===== src/program.hex =====
// one 32-bit instruction word per line, starting at address 0.
// alu and dependent ops, store and load, a loop, compares, branches, then swi.
e3a01005
e3a0200c
e0813002
e2434002
e2045006
e1856001
e3817030
e0068003
e0429001
e1a0a009
e5823008
e592b008
e28bc001
e3a00003
e2811002
e2500001
1afffffc
e351000b
03a02001
13a03002
e1590004
b3a04044
a3a05055
aa000001
ba000001
e3a06066
e3a07077
e3a08088
ef000000
e3a09099


===== src/cpu_pkg.sv =====
package cpu_pkg;

  localparam int xlen       = 32;
  localparam int reg_addr_w = 4;
  localparam int reg_count  = 2 ** reg_addr_w;

  // both memories are word addressed and ignore the two low address bits.
  localparam int imem_words = 64;
  localparam int imem_aw    = $clog2(imem_words);
  localparam int dmem_words = 64;
  localparam int dmem_aw    = $clog2(dmem_words);

  localparam logic [xlen-1:0] reset_pc = '0;

  // instruction class from the top of bits 27:24.
  localparam logic [1:0] cls_dp     = 2'b00;
  localparam logic [1:0] cls_mem    = 2'b01;
  localparam logic [2:0] cls_branch = 3'b101;
  localparam logic [3:0] cls_swi    = 4'hf;

  // condition field in bits 31:28.
  localparam logic [3:0] cond_eq = 4'h0;
  localparam logic [3:0] cond_ne = 4'h1;
  localparam logic [3:0] cond_ge = 4'ha;
  localparam logic [3:0] cond_lt = 4'hb;
  localparam logic [3:0] cond_al = 4'he;

  // data processing opcode in bits 24:21.
  localparam logic [3:0] op_and = 4'h0;
  localparam logic [3:0] op_sub = 4'h2;
  localparam logic [3:0] op_add = 4'h4;
  localparam logic [3:0] op_cmp = 4'ha;
  localparam logic [3:0] op_orr = 4'hc;
  localparam logic [3:0] op_mov = 4'hd;

  // bit positions in the nzcv word.
  localparam int flag_n = 3;
  localparam int flag_z = 2;
  localparam int flag_c = 1;
  localparam int flag_v = 0;

endpackage


===== src/fetch.sv =====
module fetch
  import cpu_pkg::*;
(
  input  logic            clk_i,
  input  logic            reset_i,
  input  logic            stall_i,
  input  logic            flush_i,
  input  logic            branch_i,
  input  logic [xlen-1:0] branch_address_i,
  output logic            valid_o,
  output logic [xlen-1:0] inst_o,
  output logic [xlen-1:0] pc_o,
  output logic            halted_o
);

  logic [xlen-1:0] pc_q;
  logic [xlen-1:0] rom [imem_words];
  logic            swi_seen;

  initial begin
    $readmemh("/design/src/program.hex", rom);
  end

  // an swi sitting in the shadow of a taken branch must not halt.
  assign swi_seen = valid_o && (inst_o[27:24] == cls_swi) && !branch_i;

  always_ff @(posedge clk_i) begin
    if (reset_i) begin
      pc_q <= reset_pc;
    end else if (branch_i) begin
      pc_q <= branch_address_i;
    end else if (!stall_i && !halted_o && !swi_seen) begin
      pc_q <= pc_q + xlen'(4);
    end
  end

  always_ff @(posedge clk_i) begin
    if (reset_i) begin
      valid_o  <= 1'b0;
      halted_o <= 1'b0;
    end else if (flush_i) begin
      valid_o <= 1'b0;
    end else if (swi_seen || halted_o) begin
      valid_o  <= 1'b0;
      halted_o <= 1'b1;
    end else if (!stall_i) begin
      valid_o <= 1'b1;
    end
  end

  always_ff @(posedge clk_i) begin
    if (!stall_i) begin
      inst_o <= rom[pc_q[2 +: imem_aw]];
      pc_o   <= pc_q;
    end
  end

endmodule


===== src/decode_reg_r.sv =====
module decode_reg_r
  import cpu_pkg::*;
(
  input  logic                  clk_i,
  input  logic                  reset_i,
  input  logic                  flush_i,
  input  logic                  valid_i,
  input  logic [xlen-1:0]       inst_i,
  input  logic [xlen-1:0]       pc_i,
  input  logic                  wb_en_i,
  input  logic [reg_addr_w-1:0] wb_addr_i,
  input  logic [xlen-1:0]       wb_data_i,
  input  logic                  ex_busy_i,
  input  logic [reg_addr_w-1:0] ex_busy_addr_i,
  input  logic                  mem_busy_i,
  input  logic [reg_addr_w-1:0] mem_busy_addr_i,
  output logic                  valid_o,
  output logic [xlen-1:0]       inst_o,
  output logic [xlen-1:0]       pc_o,
  output logic [xlen-1:0]       r1_o,
  output logic [xlen-1:0]       r2_o,
  output logic [reg_addr_w-1:0] rd_addr_o,
  output logic                  stall_o
);

  logic [xlen-1:0]       regs [reg_count];
  logic [reg_addr_w-1:0] rn_addr;
  logic [reg_addr_w-1:0] rm_addr;
  logic [reg_addr_w-1:0] rd_addr;
  logic [reg_addr_w-1:0] r2_addr;
  logic [xlen-1:0]       rn_data;
  logic [xlen-1:0]       r2_data;
  logic                  is_dp;
  logic                  is_str;
  logic                  use_rn;
  logic                  use_r2;
  logic                  rn_busy;
  logic                  r2_busy;

  assign rn_addr = inst_i[19:16];
  assign rm_addr = inst_i[3:0];
  assign rd_addr = inst_i[15:12];

  assign is_dp  = inst_i[27:26] == cls_dp;
  assign is_str = (inst_i[27:26] == cls_mem) && !inst_i[20];

  // mov ignores rn, and a store reads its data from the rd field.
  assign use_rn  = (is_dp && inst_i[24:21] != op_mov) || (inst_i[27:26] == cls_mem);
  assign use_r2  = (is_dp && !inst_i[25]) || is_str;
  assign r2_addr = is_str ? rd_addr : rm_addr;

  always_ff @(posedge clk_i) begin
    if (wb_en_i) begin
      regs[wb_addr_i] <= wb_data_i;
    end
  end

  // same-cycle write-back goes straight to the read ports.
  assign rn_data = (wb_en_i && wb_addr_i == rn_addr) ? wb_data_i : regs[rn_addr];
  assign r2_data = (wb_en_i && wb_addr_i == r2_addr) ? wb_data_i : regs[r2_addr];

  assign rn_busy = (ex_busy_i && ex_busy_addr_i == rn_addr) ||
                   (mem_busy_i && mem_busy_addr_i == rn_addr);
  assign r2_busy = (ex_busy_i && ex_busy_addr_i == r2_addr) ||
                   (mem_busy_i && mem_busy_addr_i == r2_addr);

  assign stall_o = valid_i && ((use_rn && rn_busy) || (use_r2 && r2_busy));

  always_ff @(posedge clk_i) begin
    if (reset_i) begin
      valid_o <= 1'b0;
    end else if (flush_i) begin
      valid_o <= 1'b0;
    end else begin
      // a stalled slot goes forward as a bubble.
      valid_o <= valid_i && !stall_o;
    end
  end

  always_ff @(posedge clk_i) begin
    inst_o    <= inst_i;
    pc_o      <= pc_i;
    r1_o      <= rn_data;
    r2_o      <= r2_data;
    rd_addr_o <= rd_addr;
  end

endmodule


===== src/execute.sv =====
module execute
  import cpu_pkg::*;
(
  input  logic                  clk_i,
  input  logic                  reset_i,
  input  logic                  valid_i,
  input  logic [xlen-1:0]       inst_i,
  input  logic [xlen-1:0]       pc_i,
  input  logic [xlen-1:0]       r1_i,
  input  logic [xlen-1:0]       r2_i,
  input  logic [reg_addr_w-1:0] rd_addr_i,
  output logic                  valid_o,
  output logic [xlen-1:0]       alu_data_o,
  output logic [xlen-1:0]       store_data_o,
  output logic [reg_addr_w-1:0] rd_addr_o,
  output logic                  do_write_o,
  output logic                  load_o,
  output logic                  store_o,
  output logic                  branch_o,
  output logic [xlen-1:0]       branch_address_o,
  output logic                  ex_busy_o,
  output logic [reg_addr_w-1:0] ex_busy_addr_o,
  output logic [3:0]            flags_o
);

  logic [3:0]      flags_q;
  logic [3:0]      new_flags;
  logic [3:0]      opcode;
  logic            is_dp;
  logic            is_mem;
  logic            is_b;
  logic            is_load;
  logic            set_flags;
  logic            will_write;
  logic            cond_ok;
  logic            fire;
  logic [xlen-1:0] op2;
  logic [xlen:0]   add_sum;
  logic [xlen:0]   sub_sum;
  logic [xlen-1:0] alu_res;
  logic [xlen-1:0] mem_addr;

  assign opcode     = inst_i[24:21];
  assign is_dp      = inst_i[27:26] == cls_dp;
  assign is_mem     = inst_i[27:26] == cls_mem;
  assign is_b       = inst_i[27:25] == cls_branch;
  assign is_load    = is_mem && inst_i[20];
  assign set_flags  = is_dp && (inst_i[20] || opcode == op_cmp);
  assign will_write = (is_dp && opcode != op_cmp) || is_load;

  always_comb begin
    case (inst_i[31:28])
      cond_eq: cond_ok = flags_q[flag_z];
      cond_ne: cond_ok = !flags_q[flag_z];
      cond_lt: cond_ok = flags_q[flag_n] != flags_q[flag_v];
      cond_ge: cond_ok = flags_q[flag_n] == flags_q[flag_v];
      cond_al: cond_ok = 1'b1;
      default: cond_ok = 1'b0;
    endcase
  end

  // a failed condition leaves only a bubble behind.
  assign fire = valid_i && cond_ok;

  assign op2      = inst_i[25] ? {{(xlen-8){1'b0}}, inst_i[7:0]} : r2_i;
  assign add_sum  = {1'b0, r1_i} + {1'b0, op2};
  assign sub_sum  = {1'b0, r1_i} + {1'b0, ~op2} + {{xlen{1'b0}}, 1'b1};
  assign mem_addr = r1_i + {{(xlen-12){1'b0}}, inst_i[11:0]};

  always_comb begin
    alu_res   = r1_i;
    new_flags = flags_q;
    case (opcode)
      op_and: alu_res = r1_i & op2;
      op_orr: alu_res = r1_i | op2;
      op_mov: alu_res = op2;
      op_add: begin
        alu_res           = add_sum[xlen-1:0];
        new_flags[flag_c] = add_sum[xlen];
        new_flags[flag_v] = (r1_i[xlen-1] == op2[xlen-1]) && (add_sum[xlen-1] != r1_i[xlen-1]);
      end
      op_sub, op_cmp: begin
        alu_res           = sub_sum[xlen-1:0];
        new_flags[flag_c] = sub_sum[xlen];
        new_flags[flag_v] = (r1_i[xlen-1] != op2[xlen-1]) && (sub_sum[xlen-1] != r1_i[xlen-1]);
      end
      default: alu_res = r1_i;
    endcase
    new_flags[flag_n] = alu_res[xlen-1];
    new_flags[flag_z] = alu_res == '0;
  end

  always_ff @(posedge clk_i) begin
    if (reset_i) begin
      flags_q <= '0;
    end else if (fire && set_flags) begin
      flags_q <= new_flags;
    end
  end

  assign flags_o = flags_q;

  // target is pc + 8 plus the sign-extended word offset.
  assign branch_o         = fire && is_b;
  assign branch_address_o = pc_i + xlen'(8) + {{6{inst_i[23]}}, inst_i[23:0], 2'b00};

  assign ex_busy_o      = fire && will_write;
  assign ex_busy_addr_o = rd_addr_i;

  always_ff @(posedge clk_i) begin
    if (reset_i) begin
      valid_o    <= 1'b0;
      do_write_o <= 1'b0;
      load_o     <= 1'b0;
      store_o    <= 1'b0;
    end else begin
      valid_o    <= fire && (is_dp || is_mem);
      do_write_o <= will_write;
      load_o     <= is_load;
      store_o    <= is_mem && !inst_i[20];
    end
  end

  always_ff @(posedge clk_i) begin
    alu_data_o   <= is_mem ? mem_addr : alu_res;
    store_data_o <= r2_i;
    rd_addr_o    <= rd_addr_i;
  end

endmodule


===== src/mem.sv =====
module mem
  import cpu_pkg::*;
(
  input  logic                  clk_i,
  input  logic                  reset_i,
  input  logic                  valid_i,
  input  logic [xlen-1:0]       alu_data_i,
  input  logic [xlen-1:0]       store_data_i,
  input  logic [reg_addr_w-1:0] rd_addr_i,
  input  logic                  do_write_i,
  input  logic                  load_i,
  input  logic                  store_i,
  output logic                  wb_en_o,
  output logic [reg_addr_w-1:0] wb_addr_o,
  output logic [xlen-1:0]       wb_data_o,
  output logic                  mem_busy_o,
  output logic [reg_addr_w-1:0] mem_busy_addr_o
);

  logic [xlen-1:0]    dmem [dmem_words];
  logic [dmem_aw-1:0] word_addr;
  logic [xlen-1:0]    load_data;

  // addresses wrap around the data memory depth.
  assign word_addr = alu_data_i[2 +: dmem_aw];
  assign load_data = dmem[word_addr];

  always_ff @(posedge clk_i) begin
    if (valid_i && store_i) begin
      dmem[word_addr] <= store_data_i;
    end
  end

  assign mem_busy_o      = valid_i && do_write_i;
  assign mem_busy_addr_o = rd_addr_i;

  always_ff @(posedge clk_i) begin
    if (reset_i) begin
      wb_en_o <= 1'b0;
    end else begin
      wb_en_o <= valid_i && do_write_i;
    end
  end

  // the write-back register holds load data or the alu result.
  always_ff @(posedge clk_i) begin
    wb_addr_o <= rd_addr_i;
    wb_data_o <= load_i ? load_data : alu_data_i;
  end

endmodule


===== src/cpu.sv =====
module cpu
  import cpu_pkg::*;
(
  input  logic                  clk_i,
  input  logic                  reset_i,
  output logic                  retire_en_o,
  output logic [reg_addr_w-1:0] retire_addr_o,
  output logic [xlen-1:0]       retire_data_o,
  output logic [xlen-1:0]       pc_o,
  output logic [3:0]            flags_o,
  output logic                  led_o
);

  logic                  branch;
  logic [xlen-1:0]       branch_address;
  logic                  valid_fetch_to_decode;
  logic [xlen-1:0]       inst_fetch_to_decode;
  logic [xlen-1:0]       pc_fetch_to_decode;
  logic                  stall_decode_to_fetch;
  logic                  valid_rm_to_exec;
  logic [xlen-1:0]       inst_rm_to_exec;
  logic [xlen-1:0]       pc_rm_to_exec;
  logic [xlen-1:0]       r1_rm_to_exec;
  logic [xlen-1:0]       r2_rm_to_exec;
  logic [reg_addr_w-1:0] rd_addr_rm_to_exec;
  logic                  valid_exec_to_mem;
  logic [xlen-1:0]       alu_data_exec_to_mem;
  logic [xlen-1:0]       store_data_exec_to_mem;
  logic [reg_addr_w-1:0] rd_addr_exec_to_mem;
  logic                  do_write_exec_to_mem;
  logic                  load_exec_to_mem;
  logic                  store_exec_to_mem;
  logic                  ex_busy;
  logic [reg_addr_w-1:0] ex_busy_addr;
  logic                  mem_busy;
  logic [reg_addr_w-1:0] mem_busy_addr;
  logic                  wb_en;
  logic [reg_addr_w-1:0] wb_addr;
  logic [xlen-1:0]       wb_data;
  logic                  halted;

  fetch fetch_module (
      .clk_i            ( clk_i )
    , .reset_i          ( reset_i )
    , .stall_i          ( stall_decode_to_fetch )
    , .flush_i          ( branch )
    , .branch_i         ( branch )
    , .branch_address_i ( branch_address )
    , .valid_o          ( valid_fetch_to_decode )
    , .inst_o           ( inst_fetch_to_decode )
    , .pc_o             ( pc_fetch_to_decode )
    , .halted_o         ( halted )
  );

  decode_reg_r decode_module (
      .clk_i           ( clk_i )
    , .reset_i         ( reset_i )
    , .flush_i         ( branch )
    , .valid_i         ( valid_fetch_to_decode )
    , .inst_i          ( inst_fetch_to_decode )
    , .pc_i            ( pc_fetch_to_decode )
    , .wb_en_i         ( wb_en )
    , .wb_addr_i       ( wb_addr )
    , .wb_data_i       ( wb_data )
    , .ex_busy_i       ( ex_busy )
    , .ex_busy_addr_i  ( ex_busy_addr )
    , .mem_busy_i      ( mem_busy )
    , .mem_busy_addr_i ( mem_busy_addr )
    , .valid_o         ( valid_rm_to_exec )
    , .inst_o          ( inst_rm_to_exec )
    , .pc_o            ( pc_rm_to_exec )
    , .r1_o            ( r1_rm_to_exec )
    , .r2_o            ( r2_rm_to_exec )
    , .rd_addr_o       ( rd_addr_rm_to_exec )
    , .stall_o         ( stall_decode_to_fetch )
  );

  execute execute_module (
      .clk_i            ( clk_i )
    , .reset_i          ( reset_i )
    , .valid_i          ( valid_rm_to_exec )
    , .inst_i           ( inst_rm_to_exec )
    , .pc_i             ( pc_rm_to_exec )
    , .r1_i             ( r1_rm_to_exec )
    , .r2_i             ( r2_rm_to_exec )
    , .rd_addr_i        ( rd_addr_rm_to_exec )
    , .valid_o          ( valid_exec_to_mem )
    , .alu_data_o       ( alu_data_exec_to_mem )
    , .store_data_o     ( store_data_exec_to_mem )
    , .rd_addr_o        ( rd_addr_exec_to_mem )
    , .do_write_o       ( do_write_exec_to_mem )
    , .load_o           ( load_exec_to_mem )
    , .store_o          ( store_exec_to_mem )
    , .branch_o         ( branch )
    , .branch_address_o ( branch_address )
    , .ex_busy_o        ( ex_busy )
    , .ex_busy_addr_o   ( ex_busy_addr )
    , .flags_o          ( flags_o )
  );

  mem memory_module (
      .clk_i           ( clk_i )
    , .reset_i         ( reset_i )
    , .valid_i         ( valid_exec_to_mem )
    , .alu_data_i      ( alu_data_exec_to_mem )
    , .store_data_i    ( store_data_exec_to_mem )
    , .rd_addr_i       ( rd_addr_exec_to_mem )
    , .do_write_i      ( do_write_exec_to_mem )
    , .load_i          ( load_exec_to_mem )
    , .store_i         ( store_exec_to_mem )
    , .wb_en_o         ( wb_en )
    , .wb_addr_o       ( wb_addr )
    , .wb_data_o       ( wb_data )
    , .mem_busy_o      ( mem_busy )
    , .mem_busy_addr_o ( mem_busy_addr )
  );

  // each write-back pulse is one retired instruction.
  assign retire_en_o   = wb_en;
  assign retire_addr_o = wb_addr;
  assign retire_data_o = wb_data;
  assign pc_o          = pc_fetch_to_decode;
  assign led_o         = halted;

endmodule


===== config.mk =====
export PLATFORM = sky130hd
export DESIGN_NAME = cpu
export DESIGN_NICKNAME = d
export VERILOG_FILES = /design/src/cpu_pkg.sv /design/src/fetch.sv /design/src/decode_reg_r.sv /design/src/execute.sv /design/src/mem.sv /design/src/cpu.sv
export SDC_FILE = /design/constraint.sdc
export NUM_CORES = 1
export LEC_CHECK = 0
export BUFFER_PORTS_ARGS = -buffer_cell sky130_fd_sc_hd__buf_2
export CAP_MARGIN = 20
export CELL_PAD_IN_SITES_DETAIL_PLACEMENT = 0
export CELL_PAD_IN_SITES_GLOBAL_PLACEMENT = 2
export CORE_MARGIN = 5
export CORE_UTILIZATION = 29
export CTS_CLUSTER_DIAMETER = 150
export CTS_CLUSTER_SIZE = 25
export DETAILED_ROUTE_END_ITERATION = 8
export GPL_TIMING_DRIVEN = 0
export PLACE_DENSITY_LB_ADDON = 0.1
export SLEW_MARGIN = 25
export SYNTH_ARGS = -nofsm -noshare
export SYNTH_HDL_FRONTEND = slang
export SYNTH_MEMORY_MAX_BITS = 65536
export SYNTH_SLANG_ARGS = --single-unit

===== constraint.sdc =====
create_clock -name clk_i -period 2.4 [get_ports clk_i]
set_input_delay 0.48 -clock clk_i [delete_from_list [all_inputs] [get_ports clk_i]]
set_output_delay 0.48 -clock clk_i [all_outputs]
set_load 0.01 [all_outputs]

==> results of run 1 <==
-- worst max-delay path by stage --
stage / start / to / cells past startpoint / slack (ns)
floorplan: fetch_module.halted_o / fetch_module.pc_q[29] / 5 / 0.45
global placement: fetch_module.pc_q[2] / fetch_module.pc_q[26] / 6 / 0.01
detailed placement: fetch_module.pc_q[2] / fetch_module.pc_q[26] / 6 / 0.03
CTS: fetch_module.pc_q[2] / fetch_module.pc_q[26] / 6 / 0.01
global route: fetch_module.pc_q[2] / fetch_module.pc_q[26] / 6 / 0.04
finish: fetch_module.pc_q[2] / fetch_module.pc_q[26] / 6 / 0.20
-- routing by layer --
layer,global-route usage (%),vias to the layer above,share of wire (%)
met1,12.25,756,46
met4,5.987,0,2.3
li1,-,921,-
met5,0,-,0
met3,3.266,11,7.1
met2,14.73,49,44
-- stage by stage --
| stage | hold slack, ns | worst slack, ns | total power, uW |
|---|---|---|---|
| global route | 0.3924 | 0.04382 | 2128 |
| finish | 0.3742 | 0.2005 | 2034 |
| global placement | 0.3691 | 0.01335 | 1165 |
| CTS | 0.3790 | 0.01332 | 2069 |
| detailed placement | 0.3712 | 0.03057 | 1165 |
| floorplan | 0.3434 | 0.4541 | 1150 |
-- cells in the final DEF, fill, tap and decap left out --
cell type  instances
dfxtp_1           59
buf_4             43
conb_1            43
buf_2             33
a21oi_1           18
nor2_1            14
nand2_1           11
clkbuf_8          11
nand3_1           10
or3_1             10
clkbuf_1           9
o21ai_0            9
or4_1              8
xnor2_1            7
o31ai_1            6
nand4_1            5
nor3_1             4
xor2_1             4
inv_1              3
nor4_1             3
nor2b_1            3
and4_1             2
nand2b_1           2
dfxtp_2            2
nand4_2            1
nand4b_1           1
or4_4              1
buf_1              1
a31o_2             1
or2_2              1
mux2i_1            1
o41ai_1            1
or4b_1             1
ha_1               1
bufinv_16          1
-- flip-flops by register name (all words and copies together), names as in the netlist --
signal,flops
fetch_module.pc_o,30
fetch_module.pc_q,30
fetch_module.halted_o,1
-- cell families (layout without fill, tap and decap cells) --
family | Yosys count | count (layout) | share of synthesized area (%)
adder cells (fa/ha/maj) | 1 | 1 | 0.5352
AO/OA/AOI/OAI | 35 | 35 | 8.458
multiplexers | 1 | 1 | 0.4283
flip-flops | 61 | 61 | 52.25
AND/OR/NAND/NOR | 77 | 77 | 18.42
XOR/XNOR | 11 | 11 | 4.122
buffers and inverters | 54 | 101 | 15.63
other | 1 | 43 | 0.1604
-- power by group --
group / total [uW] / internal (uW) / switching [uW] / leakage (uW)
Combinational: 115 / 55.7 / 59.2 / 0.000700
Clock: 889 / 532 / 357 / 0.0000968
Sequential: 1030 / 1020 / 8.00 / 0.000493
-- synth_stat cells --
master and instances:
a21oi_1 18, a31o_2 1, and4_1 2, buf_2 1
buf_4 43, clkbuf_1 7, conb_1 1, dfxtp_1 61
ha_1 1, inv_1 3, mux2i_1 1, nand2_1 11
nand2b_1 2, nand3_1 10, nand4_1 5, nand4_2 1
nand4b_1 1, nor2_1 14, nor2b_1 3, nor3_1 4
nor4_1 3, o21ai_0 9, o31ai_1 6, o41ai_1 1
or2_2 1, or3_1 10, or4_1 9, or4b_1 1
xnor2_1 7, xor2_1 4
-- what timing repair did --
action / CTS / global route
gates resized for setup: 0 / 4
hold buffers: 0 / 0
setup endpoints to repair: 0 / 6
-- cell type report --
| type | count | area [um2] |
|---|---|---|
| sequential | 61 | 1224 |
| clock inverter | 1 | 30.03 |
| inverter | 3 | 11.26 |
| buffer | 51 | 354.1 |
| multi-input combinational | 168 | 912.1 |
| fill | 826 | 4826 |
| timing repair buffer | 32 | 160.2 |
| clock buffer | 14 | 162.7 |
| tap | 102 | 127.6 |
==> results.toml, run 1 <==
[logic_synthesis]
yosysWarnings = 0
netlist.area_leader.share_pct = 52.25
synth-seq-cells = 61
synth_cells = 241
yosys.cell_types.count = 30
yosysSeqAreaShare_pct = 52.25
synth_area_per_cell_um2 = 9.698
synth.area.top_cells = "dfxtp_1, buf_4, a21oi_1, or4_1, or3_1"
syn-cell-area_mm2 = 0.002337
netlist.top_cell.by_area = "dfxtp_1"

[floorplan]
io_pins = 76
die_area_mm2 = 0.009955
num_rows = 32
core_area_mm2 = 0.007807
die_w_um = 99.78
die_h_um = 99.78
initial_core_util_pct = 29.94

[layout]
final_core_util_pct = 38.19
areaGrowthSynthToFinish_pct = 27.57
fin_nets = 329
final_area_mm2 = 0.002982
final_cell_count_no_fill = 432
final_layout_size_suffix_gt1_share_pct = 28.48
diodes = 0

[timing]
fin_skew_ns = 0.008818
min_period_ns = 2.200
rsz0062_at_grt = "false"
layout_worst_path_cycle_share_pct = 91.65
slew_viol_final = 0
worst_pin_slew_ns = 0.5669
tns_ns = 0
timing.fmax_ghz = 0.4546
relSlewSlack_pct = 62.20
hold_violations = 0
setup_violations = 0

[worst_setup_path]
worstPathMaxFanout = 10
start_kind = "flop"
cp_data_required_time_ns = 2.66
cp_top_family = "simple AND/OR/NAND/NOR gates"
r2r_end = "fetch_module.pc_q[26]"
path_class = "flop to flop"
endpoint_kind = "flop"
path_cells = "ha_1 -> nand3_1 -> or4_4 -> buf_1 -> or3_1 -> a21oi_1"
crit_buf_inv = 1
r2r_cells = 6
crit_arrival_ns = 2.46
crit_slowest_cell = "or4_4"
r2r_setup_slack_ns = 0.20
timing.rr.start = "fetch_module.pc_q[2]"
cpPeakStageDelay_ns = 0.51

[drt]
wirelength_um = 4678
first_pass_iters = 4
drc = 0
routedWlPerCell_um = 10.83
num_vias = 1737
ant_nets = 0
vias_per_cell = 4.021
drt_iter0_drc = 31

[worst_hold_path]
whs_path_depth = 0
holdPathEnd = "fetch_module.pc_o[24]"
hold_start = "fetch_module.pc_q[24]"
hold_path.class = "flop to flop"

[clock_network]
cts_buffers = 9
clkLatencyLatePin_ns = 0.33
cts_sinks = 61
post_cts_buffers = 0
ctsHtreeMaxLevel = 3
cts_buffer_depth = 2
cts_tree = "built"
clkTransAtPathRegs_ns = 0.06
clockRootBuffer = "clkbuf_8"

[power]
power.leakage_uw = 0.001290
power.density_mw_per_mm2 = 682.2
vdd_drop_max_mv = 0.2320

[placed_design]
place_area_mm2 = 0.002783
gp_congestion = 0.6655
dp.cells = 417
dp_hpwl_um = 3291
io_buffers = 32

[global_routing]
antenna_found_initial = 0
grt_max_degree = 11
gr-total-overflow = 0
grt_pass1_wl_um = 7748
grt_pass1_vias = 1620
groute.usage.overall_pct = 9.851

[run_status]
status = "finished, final reports clean"

[job]
max_cap_violations = 0
Power figures use the tool's default switching activity.
==> run 2, diff against run 1 <==
--- a/config.mk
+++ b/config.mk
@@ -15,7 +15,7 @@
 export CTS_CLUSTER_SIZE = 25
 export DETAILED_ROUTE_END_ITERATION = 8
 export GPL_TIMING_DRIVEN = 0
-export PLACE_DENSITY_LB_ADDON = 0.1
+export PLACE_DENSITY = 0.78
 export SLEW_MARGIN = 25
 export SYNTH_ARGS = -nofsm -noshare
 export SYNTH_HDL_FRONTEND = slang
==> run 2 against run 1 <==
Cell count up 0.23%. Critical path type unchanged. Clock-buffer cell count decreased by 3. Core utilization is 0.18 points higher. Sequential share of layout area is 0.19 points lower. Non-clock buffer count unchanged.
==> results.toml, run 2 (synthesized netlist as in run 1, its figures left out) <==
[timing]
slew_viol_final = 0
tns_ns = 0
fin_skew_ns = 0.003681
hold_violations = 0
rsz0062_at_grt = "false"
timing.fmax_ghz = 0.4583
setup_violations = 0
min_period_ns = 2.182
layout_worst_path_cycle_share_pct = 90.91

[power]
power.leakage_uw = 0.001300
power.density_mw_per_mm2 = 702.1
vdd_drop_max_mv = 0.2070
total_power_uw = 2103

[global_routing]
met1_usage_pct = 12.07
grt_max_degree = 11
groute.usage.overall_pct = 9.730
gr-total-overflow = 0
grt_use_met3_pct = 4.100
busiest_layer = "met2"
grt_pass1_wl_um = 7555
antenna_found_initial = 0
gr-usage-met2_pct = 14.37
grt_pass1_vias = 1625

[floorplan]
num_rows = 32
die_w_um = 99.78
core_area_mm2 = 0.007807
die_h_um = 99.78
die_area_mm2 = 0.009955
initial_core_util_pct = 29.94
io_pins = 76

[run_status]
status = "finished, final reports clean"

[worst_setup_path]
r2r_end = "fetch_module.pc_q[26]"
r2r_setup_slack_ns = 0.22
crit_end = "fetch_module.pc_q[26]"
startpoint = "fetch_module.pc_q[3]"
cp_data_required_time_ns = 2.67
worstPathMaxFanout = 10
r2r_cells = 6
start_kind = "flop"
path_class = "flop to flop"
endpoint_kind = "flop"
timing.rr.start = "fetch_module.pc_q[3]"
crit_arrival_ns = 2.45

[layout]
nFillCells = 839
areaGrowthSynthToFinish_pct = 28.16
final_cell_mix = "dfxtp_1, buf_4, conb_1"
fin_nets = 329
final_common_cell = "dfxtp_1"
final_area_mm2 = 0.002995
diodes = 0
reg_top3 = "fetch_module.pc_o: 30 flops, fetch_module.pc_q: 30 flops, fetch_module.halted_o: 1 flops"
final_layout_size_suffix_gt1_share_pct = 29.00

[drt]
routedWlPerCell_um = 10.68
drt_iter0_drc = 49
first_pass_iters = 4
vias_per_cell = 4.002
ant_nets = 0
wirelength_um = 4623
num_vias = 1733
drc = 0

[clock_network]
holdBufCountCts = 0
cts_buffer_depth = 2
clkTransAtPathRegs_ns = 0.06
clkLatencyLatePin_ns = 0.33
ctsHtreeMaxLevel = 3
clockRootBuffer = "clkbuf_8"
cts_buffers = 9
cts_tree = "built"
cts_sinks = 61

[worst_hold_path]
hold_path.class = "flop to flop"
whs_path_depth = 0

[placed_design]
gp_congestion = 0.7303
io_buffers = 32
dp_hpwl_um = 3235
place_area_mm2 = 0.002783

[job]
max_cap_violations = 0
run 2: final cells by class:
type | instances | area [um2] | area share, %
buffer | 51 | 354.1 | 11.82
clock buffer | 11 | 131.4 | 4.386
clock inverter | 5 | 75.07 | 2.506
inverter | 3 | 11.26 | 0.3759
multi-input combinational | 168 | 912.1 | 30.45
sequential | 61 | 1224 | 40.85
tap | 102 | 127.6 | 4.261
timing repair buffer | 32 | 160.2 | 5.347
run 2: per-stage QoR:
| stage | worst slack, ns | hold WS (ns) | cells | util [%] |
|---|---|---|---|---|
| after floorplan | 0.4541 | 0.3434 | 283 | - |
| after global placement | 0.04636 | 0.3676 | 417 | 35.64 |
| after detailed placement | 0.05827 | 0.3719 | 417 | 35.64 |
| after CTS | 0.01772 | 0.3784 | 433 | 38.29 |
| after global routing | 0.03803 | 0.3929 | 433 | 38.37 |
| final | 0.2181 | 0.3791 | 433 | 38.37 |
run 2: worst max-delay path, stage by stage, from the launching register on:
cell and delay [ns]:
dfxtp_2 0.40, ha_1 0.25, nand3_1 0.21, or4_4 0.51, clkbuf_1 0.23, or3_1 0.38
a21oi_1 0.13
run 2: layer usage:
layer | wire [um] | part of all wire, %
met1 | 2156 | 47
met2 | 2023 | 44
met3 | 380 | 8.2
met4 | 63 | 1.4
met5 | 0 | 0
run 2: how the worst min path moves through the flow:
stage | start | end | slack, ns
after detailed placement | fetch_module.pc_q[31] | fetch_module.pc_o[31] | 0.37
after floorplan | fetch_module.pc_q[31] | fetch_module.pc_o[31] | 0.34
after global routing | fetch_module.pc_q[31] | fetch_module.pc_o[31] | 0.39
final | fetch_module.pc_q[31] | fetch_module.pc_o[31] | 0.38
after global placement | fetch_module.pc_q[31] | fetch_module.pc_o[31] | 0.37
after CTS | fetch_module.pc_q[31] | fetch_module.pc_o[31] | 0.38
run 2: power by group:
group / switching (uW) / internal [uW]
Sequential: 8.39 / 1020
Combinational: 58.8 / 55.8
Clock: 379 / 580
run 2: repair_timing:
action,in CTS,in global routing
setup buffers,0,0
setup endpoints to repair,0,7
resized for setup,0,3
